### src/vote_pkg.sv
`default_nettype none

package vote_pkg;

    // core and group layout, fixed 4x4 tree
    localparam int CORE_NUM   = 16;
    localparam int GROUP_SIZE = 4;
    localparam int GROUP_NUM  = 4;

    // accumulator width, 30 bits covers a 1 GB address range count
    localparam int TALLY_W = 30;

    // buffer entries, also the credit count after reset
    localparam int FIFO_DEPTH = 4;

    // derived widths
    localparam int VOTE_W      = 2;
    localparam int VOTE_WORD_W = CORE_NUM * VOTE_W;
    localparam int GROUP_SUM_W = 4;
    localparam int CREDIT_W    = 3;
    localparam int PTR_W       = 2;

    // one bit per core
    typedef logic [CORE_NUM-1:0] core_mask_t;

    // signed vote, holds -1, 0 or +1
    typedef logic signed [VOTE_W-1:0] vote_t;

    // core k sits in bits 2k+1..2k
    typedef logic [VOTE_WORD_W-1:0] vote_word_t;

    // sum of one group, -4..+4
    typedef logic signed [GROUP_SUM_W-1:0] group_sum_t;

    typedef logic signed [TALLY_W-1:0] tally_t;

    // credits run 0..FIFO_DEPTH
    typedef logic [CREDIT_W-1:0] credit_t;

    // buffer read/write pointers and occupancy
    typedef logic [PTR_W-1:0]    fifo_ptr_t;
    typedef logic [CREDIT_W-1:0] fifo_count_t;

    // vote encodings
    localparam vote_t VOTE_POS  = 2'sb01;
    localparam vote_t VOTE_NEG  = 2'sb11;
    localparam vote_t VOTE_ZERO = 2'sb00;

    typedef enum logic {
        send_empty,
        send_full
    } sender_state_t;

endpackage

`default_nettype wire

### src/tally_counter.sv
`timescale 1ns/1ps
`default_nettype none

module tally_counter (
    input  logic                 clk,
    input  logic                 rst,
    input  logic                 empty,
    input  vote_pkg::vote_word_t head_word,
    output logic                 pop,
    output logic                 credit_return,
    input  logic                 hold,
    input  logic                 flush,
    output vote_pkg::tally_t     tally,
    output logic                 sign_bit
);

    import vote_pkg::*;

    group_sum_t grp_next [GROUP_NUM];
    group_sum_t grp_sum  [GROUP_NUM];
    logic       sum_valid;
    tally_t     grp_total;

    // take a word whenever one is there and not paused
    assign pop = !empty && !hold;

    // group sums of the head word
    // each vote sign-extended to the group width
    always_comb begin
        vote_t v;
        for (int g = 0; g < GROUP_NUM; g++) begin
            grp_next[g] = '0;
            for (int i = 0; i < GROUP_SIZE; i++) begin
                v = head_word[VOTE_W*(g*GROUP_SIZE + i) +: VOTE_W];
                grp_next[g] = grp_next[g] + group_sum_t'(v);
            end
        end
    end

    // stage one, sums registered on the pop edge
    always_ff @(posedge clk) begin
        if (pop) begin
            for (int g = 0; g < GROUP_NUM; g++) begin
                grp_sum[g] <= grp_next[g];
            end
        end
    end

    // stage one valid flag
    always_ff @(posedge clk) begin
        if (rst) begin
            sum_valid <= 1'b0;
        end else begin
            sum_valid <= pop;
        end
    end

    // all four groups widened to tally width
    always_comb begin
        grp_total = '0;
        for (int g = 0; g < GROUP_NUM; g++) begin
            grp_total = grp_total + tally_t'(grp_sum[g]);
        end
    end

    // stage two, accumulate
    // flush wins over an add in the same cycle
    always_ff @(posedge clk) begin
        if (rst) begin
            tally <= '0;
        end else if (flush) begin
            tally <= '0;
        end else if (sum_valid) begin
            tally <= tally + grp_total;
        end
    end

    // one credit back per popped word, a cycle late
    always_ff @(posedge clk) begin
        if (rst) begin
            credit_return <= 1'b0;
        end else begin
            credit_return <= pop;
        end
    end

    // msb of the signed tally
    assign sign_bit = tally[TALLY_W-1];

endmodule

`default_nettype wire

### src/vote_fifo.sv
`timescale 1ns/1ps
`default_nettype none

module vote_fifo (
    input  logic                 clk,
    input  logic                 rst,
    input  logic                 push,
    input  vote_pkg::vote_word_t push_word,
    input  logic                 pop,
    output logic                 empty,
    output vote_pkg::vote_word_t head_word
);

    import vote_pkg::*;

    // storage
    vote_word_t mem [FIFO_DEPTH];

    fifo_ptr_t   wr_ptr;
    fifo_ptr_t   rd_ptr;
    fifo_count_t count;
    logic        do_pop;

    // no full flag, credits keep the sender from overrunning
    assign empty = (count == '0);

    // pop on an empty buffer is dropped
    assign do_pop = pop && !empty;

    // head is valid whenever not empty
    assign head_word = mem[rd_ptr];

    // write side
    always_ff @(posedge clk) begin
        if (push) begin
            mem[wr_ptr] <= push_word;
        end
    end

    // pointers wrap at FIFO_DEPTH
    always_ff @(posedge clk) begin
        if (rst) begin
            wr_ptr <= '0;
            rd_ptr <= '0;
        end else begin
            if (push) begin
                if (wr_ptr == fifo_ptr_t'(FIFO_DEPTH - 1)) begin
                    wr_ptr <= '0;
                end else begin
                    wr_ptr <= wr_ptr + 1'b1;
                end
            end
            if (do_pop) begin
                if (rd_ptr == fifo_ptr_t'(FIFO_DEPTH - 1)) begin
                    rd_ptr <= '0;
                end else begin
                    rd_ptr <= rd_ptr + 1'b1;
                end
            end
        end
    end

    // occupancy
    // push and pop together leave it unchanged
    always_ff @(posedge clk) begin
        if (rst) begin
            count <= '0;
        end else begin
            case ({push, do_pop})
                2'b10:   count <= count + 1'b1;
                2'b01:   count <= count - 1'b1;
                default: count <= count;
            endcase
        end
    end

endmodule

`default_nettype wire

### src/vote_sender.sv
`timescale 1ns/1ps
`default_nettype none

module vote_sender (
    input  logic                 clk,
    input  logic                 rst,
    input  vote_pkg::core_mask_t store,
    input  vote_pkg::core_mask_t core_result,
    output logic                 store_ready,
    output logic                 push,
    output vote_pkg::vote_word_t push_word,
    input  logic                 credit_return
);

    import vote_pkg::*;

    sender_state_t state;
    vote_word_t    new_word;
    vote_word_t    hold_word;
    credit_t       credits;
    logic          store_event;

    // per-core selector, one vote per core
    // store low gives 0, otherwise result picks +1 or -1
    always_comb begin
        for (int k = 0; k < CORE_NUM; k++) begin
            if (!store[k]) begin
                new_word[VOTE_W*k +: VOTE_W] = VOTE_ZERO;
            end else if (core_result[k]) begin
                new_word[VOTE_W*k +: VOTE_W] = VOTE_POS;
            end else begin
                new_word[VOTE_W*k +: VOTE_W] = VOTE_NEG;
            end
        end
    end

    // ready only while the hold register is free
    assign store_ready = (state == send_empty);

    // any store bit in a ready cycle
    assign store_event = (|store) && store_ready;

    // held word goes out once a credit is there
    assign push      = (state == send_full) && (credits != '0);
    assign push_word = hold_word;

    // single-entry holding FSM
    always_ff @(posedge clk) begin
        if (rst) begin
            state <= send_empty;
        end else begin
            case (state)
                send_empty: begin
                    if (store_event) begin
                        state <= send_full;
                    end
                end
                send_full: begin
                    // leaves when the push is taken
                    if (push) begin
                        state <= send_empty;
                    end
                end
                default: begin
                    state <= send_empty;
                end
            endcase
        end
    end

    // payload, loaded on the store event edge
    always_ff @(posedge clk) begin
        if (store_event) begin
            hold_word <= new_word;
        end
    end

    // credit counter
    // push spends one, credit_return gives one back, both at once cancel
    always_ff @(posedge clk) begin
        if (rst) begin
            credits <= credit_t'(FIFO_DEPTH);
        end else begin
            case ({push, credit_return})
                2'b10:   credits <= credits - 1'b1;
                2'b01:   credits <= credits + 1'b1;
                default: credits <= credits;
            endcase
        end
    end

endmodule

`default_nettype wire

### src/vote_tally_top.sv
`timescale 1ns/1ps
`default_nettype none

module vote_tally_top (
    input  logic                 clk,
    input  logic                 rst,
    input  logic                 hold,
    input  logic                 flush,
    input  vote_pkg::core_mask_t store,
    input  vote_pkg::core_mask_t core_result,
    output logic                 store_ready,
    output logic                 sign_bit,
    output vote_pkg::tally_t     tally
);

    import vote_pkg::*;

    // sender to buffer
    logic       push;
    vote_word_t push_word;

    // buffer to counter
    logic       empty;
    logic       pop;
    vote_word_t head_word;

    // counter back to sender
    logic       credit_return;

    // producer, maps strobes to votes and spends credits
    vote_sender sender_i (
        .clk           (clk),
        .rst           (rst),
        .store         (store),
        .core_result   (core_result),
        .store_ready   (store_ready),
        .push          (push),
        .push_word     (push_word),
        .credit_return (credit_return)
    );

    // vote word buffer
    vote_fifo fifo_i (
        .clk       (clk),
        .rst       (rst),
        .push      (push),
        .push_word (push_word),
        .pop       (pop),
        .empty     (empty),
        .head_word (head_word)
    );

    // consumer, two-stage adder tree and accumulator
    tally_counter counter_i (
        .clk           (clk),
        .rst           (rst),
        .empty         (empty),
        .head_word     (head_word),
        .pop           (pop),
        .credit_return (credit_return),
        .hold          (hold),
        .flush         (flush),
        .tally         (tally),
        .sign_bit      (sign_bit)
    );

endmodule

`default_nettype wire

### config.mk
export PLATFORM = sky130hd
export DESIGN_NAME = vote_tally_top
export DESIGN_NICKNAME = d
export VERILOG_FILES = /design/src/vote_pkg.sv /design/src/tally_counter.sv /design/src/vote_fifo.sv /design/src/vote_sender.sv /design/src/vote_tally_top.sv
export SDC_FILE = /design/constraint.sdc
export NUM_CORES = 1
export LEC_CHECK = 0
export BUFFER_PORTS_ARGS = -buffer_cell sky130_fd_sc_hd__buf_4
export CAP_MARGIN = 20
export CELL_PAD_IN_SITES_DETAIL_PLACEMENT = 0
export CELL_PAD_IN_SITES_GLOBAL_PLACEMENT = 1
export CORE_ASPECT_RATIO = 1.5
export CORE_MARGIN = 2
export CORE_UTILIZATION = 42
export CTS_BUF_LIST = sky130_fd_sc_hd__clkbuf_16
export CTS_CLUSTER_DIAMETER = 120
export DETAILED_ROUTE_END_ITERATION = 16
export PLACE_DENSITY = 0.76
export SLEW_MARGIN = 20
export SYNTH_ARGS = -nofsm -noshare
export SYNTH_HDL_FRONTEND = slang
export SYNTH_SLANG_ARGS = --single-unit
### constraint.sdc
create_clock -name clk -period 14.5 [get_ports clk]
set_clock_uncertainty 0.15 [all_clocks]
set_input_delay 0.725 -clock clk [delete_from_list [all_inputs] [get_ports clk]]
set_output_delay 0.725 -clock clk [all_outputs]
set_load 0.05 [all_outputs]
==> run metrics <==
slew at the pin closest to its max-slew limit=0.812 ns; TritonCTS buffer count=23; kind of capture point of the worst setup path=flop; worst-path maximum fanout=9; clock transition at the registers of the reported paths=0.06 ns; final number of max-transition violations=0; distinct cell type count of the synthesized netlist=58; number of max-capacitance violations reported=0; sequential-to-total area share from yosys stat=54.7%; Cell Chain, Critical Path=inv_1, fa_1, inv_1, ha_1, fa_1, a2111oi_0, a21oi_4, fa_1, inv_1, ha_1, a21o_1, a2111oi_2, a21oi_2, a41oi_2, o31a_2, o21ai_2, nor4b_4, a311o_1; DR WL/cell=17.1 µm; Post-DP HPWL=14.7 mm; fraction of the mapped netlist area in compound gates=6.62%; adder and majority gate portion of the synthesized area=15.3%; deepest clock path buffer count=3; Top-Level Pins=68; worst hold path type=in -> reg; setup violation total in the final timing report=0; syn avg cell area=13.5 µm²; fraction of the cycle the final worst path needs=38.9%; maximum number of pins on one net before global-route repair=35; full die area=28,200 µm²; GRT Resource Usage Total=16.1%; unrepaired setup endpoints after global routing=no; area inside the core boundary=26,500 µm²; count of hold-fix buffers inserted at cts=0; critical path start-end classification=reg -> reg; Post-synth EDFFs=176; cell at the root of the clock tree=sky130_fd_sc_hd__clkbuf_16; Synth Instances=834; Horiz. Die Dim=138 µm; Vert. Die Dim=205 µm; Crit path largest cell delay=0.70 ns; simple-gate area share of the yosys netlist=6.95%; number of vias after detailed routing=6,455; final estimated routing congestion in global placement=0.829; global route overflow=0; number of warnings printed during yosys synthesis=0; detailed-route wire length=21.6 mm; post-route antenna net violation count=0; number of rows created at floorplan=73; Synth Net Count=974; mux contribution to synthesized area=8.47%; asr flop ratio synth=0%; Layout Nets=1,054; fin crit period=5.64 ns; cells resized by post-CTS repair=0; initial antenna violation count=0; Peak Freq=177 MHz; Worst-Skew Late Latency=0.51 ns; wire length of the first global-routing pass=35.5 mm; via-per-instance ratio=5.10; run status=completed; type of element launching the critical path=flop; number of flip-flops and latches in the synthesized netlist=220; combinational family with the most area after synthesis=adder cells; largest cells by area after synthesis=sky130_fd_sc_hd__edfxtp_1 (47%), sky130_fd_sc_hd__fa_1 (10%), sky130_fd_sc_hd__dfxtp_1 (7.8%); fill cell total of the finished layout=2,331; number of global-route vias before repair=6,808; Initial DRT Pass Iterations=4; data required time of the critical path=14.74 ns; TritonCTS clock tree=yes; largest area contributor in the netlist=sky130_fd_sc_hd__edfxtp_1; total standard cell area after synthesis=11,300 µm²; Yosys top cell area share=46.9%; share of final-layout standard cells stronger than drive strength 1=17.2%; worst relative slew slack=45.8%; Post-synth top flop=sky130_fd_sc_hd__edfxtp_1; count of buffers inserted at the top-level ports=67; # Post-CTS Setup Buffers=0; Area growth syn-to-layout=15.0%; xor/xnor share of the synthesized area=2.49%; standard cell with the maximum stage delay on the critical path=sky130_fd_sc_hd__a2111oi_0; number of DRC violations after detailed routing=0; initial DRC count=300; antenna diode count=0; number of H-tree levels=1; starting density of the core=42.5%; endpoint arrival time on the critical path=5.88 ns; Fin Setup TNS=0 ns; number of hold-slack violations in the final timing report=0; # clock sinks=220
==> per-stage QoR <==
stage	cells	setup WS, ns	utilization [%]	instance area [µm²]	hold WS, ns
global placement	1225	8.68	46.0	12200	0.320
floorplan	834	8.54	-	11300	0.309
detailed placement	1225	8.57	46.0	12200	0.335
global route	1266	8.29	48.9	13000	0.239
CTS	1265	8.57	48.8	12900	0.228
finish	1266	8.86	48.9	13000	0.247
==> path summary, 6_finish.rpt <==
path | start | endpoint | slack [ns] | cells after the start
worst max-delay path | counter_i.grp_sum[2][1] | counter_i.tally[23] | 8.86 | 18
worst min register to register | sender_i.state | sender_i.state | 0.34 | 2
worst max register to register | counter_i.grp_sum[2][1] | counter_i.tally[23] | 8.86 | 18
worst min-delay path | hold | counter_i.sum_valid | 0.25 | 2
==> cell usage after synthesis, drive strengths merged, types with 2 or more instances <==
cell     instances
mux2i           20
and2b            2
o21ai           21
o21bai           2
clkbuf          17
or3              9
o211ai           2
nand2           25
nand2b           2
a2111oi          3
xnor2           16
nor2b           17
nor4             5
edfxtp         176
dfxtp           44
nand3           10
nor2            46
a311o            5
mux4            32
a211oi           2
a21oi           37
o21a             4
and4             3
o31ai            5
fa              57
a21o            14
and2             9
a41oi            2
xor2            16
o221ai           2
nand4            8
mux2             3
buf              7
nor3             8
ha              47
a31oi            5
and3             3
inv            137
==> cell type report <==
cell class / instances / area, µm² / area share [%]
flip-flops and latches: 220 / 6170 / 47.6
multi-input cells: 453 / 4500 / 34.7
repair buffers: 79 / 613 / 4.73
clock buffers: 23 / 576 / 4.44
inverters: 137 / 514 / 3.97
well taps: 337 / 422 / 3.25
clock inverters: 17 / 168 / 1.29
==> metal layers <==
metal | up-vias | share of wire (%) | global-route usage, %
li1 | 3110 | - | -
met1 | 3209 | 39 | 18.6
met2 | 110 | 55 | 30.6
met3 | 26 | 3.6 | 2.38
met4 | 0 | 2.1 | 4.26
met5 | - | 0 | 0
==> registers in the layout (all words and copies together) (netlist names), named ones only <==
register and cells:
counter_i.grp_sum 16, counter_i.sum_valid 1, counter_i.tally 30, fifo_i.count 3
fifo_i.mem 128, fifo_i.rd_ptr 2, fifo_i.wr_ptr 2, sender_i.credits 3
sender_i.push_word 32, sender_i.state 1
==> kinds of logic after synthesis <==
logic type	count (synthesis)
buffers and inverters	161
multiplexers	55
AO/OA/AOI/OAI	111
flip-flops	220
AND/OR/NAND/NOR	151
adder cells (fa/ha/maj)	104
XOR/XNOR	32
==> critical path: cells and delay by family (launching register included) <==
family	cells	cell delay, ns
buffers and inverters	3	0.13
AND/OR/NAND/NOR	1	0.15
adder cells (fa/ha/maj)	5	2.02
flip-flops	1	0.32
AO/OA/AOI/OAI	9	2.76
==> layout by cell type, fill, tap and decap left out, types with 4 or more instances in the layout <==
cell type	count
sky130_fd_sc_hd__o31ai_1	5
sky130_fd_sc_hd__mux2i_1	20
sky130_fd_sc_hd__buf_4	78
sky130_fd_sc_hd__xor2_1	16
sky130_fd_sc_hd__xnor2_1	16
sky130_fd_sc_hd__nor4_1	4
sky130_fd_sc_hd__clkbuf_16	23
sky130_fd_sc_hd__a21o_1	14
sky130_fd_sc_hd__o21a_1	4
sky130_fd_sc_hd__and2_1	9
sky130_fd_sc_hd__o21ai_0	20
sky130_fd_sc_hd__a21oi_1	35
sky130_fd_sc_hd__inv_1	139
sky130_fd_sc_hd__a311o_1	5
sky130_fd_sc_hd__clkinv_1	5
sky130_fd_sc_hd__ha_1	47
sky130_fd_sc_hd__edfxtp_1	176
sky130_fd_sc_hd__a31oi_1	5
sky130_fd_sc_hd__nor2b_1	17
sky130_fd_sc_hd__nand4_1	8
sky130_fd_sc_hd__nor2_1	46
sky130_fd_sc_hd__nand2_1	25
sky130_fd_sc_hd__mux4_2	32
sky130_fd_sc_hd__nand3_1	10
sky130_fd_sc_hd__nor3_1	8
sky130_fd_sc_hd__dfxtp_1	43
sky130_fd_sc_hd__fa_1	57
sky130_fd_sc_hd__or3_1	9
Power is left out: the tool's default activity adds up to more than one toggle a clock period on the data nets, which glitch-free logic cannot reach.
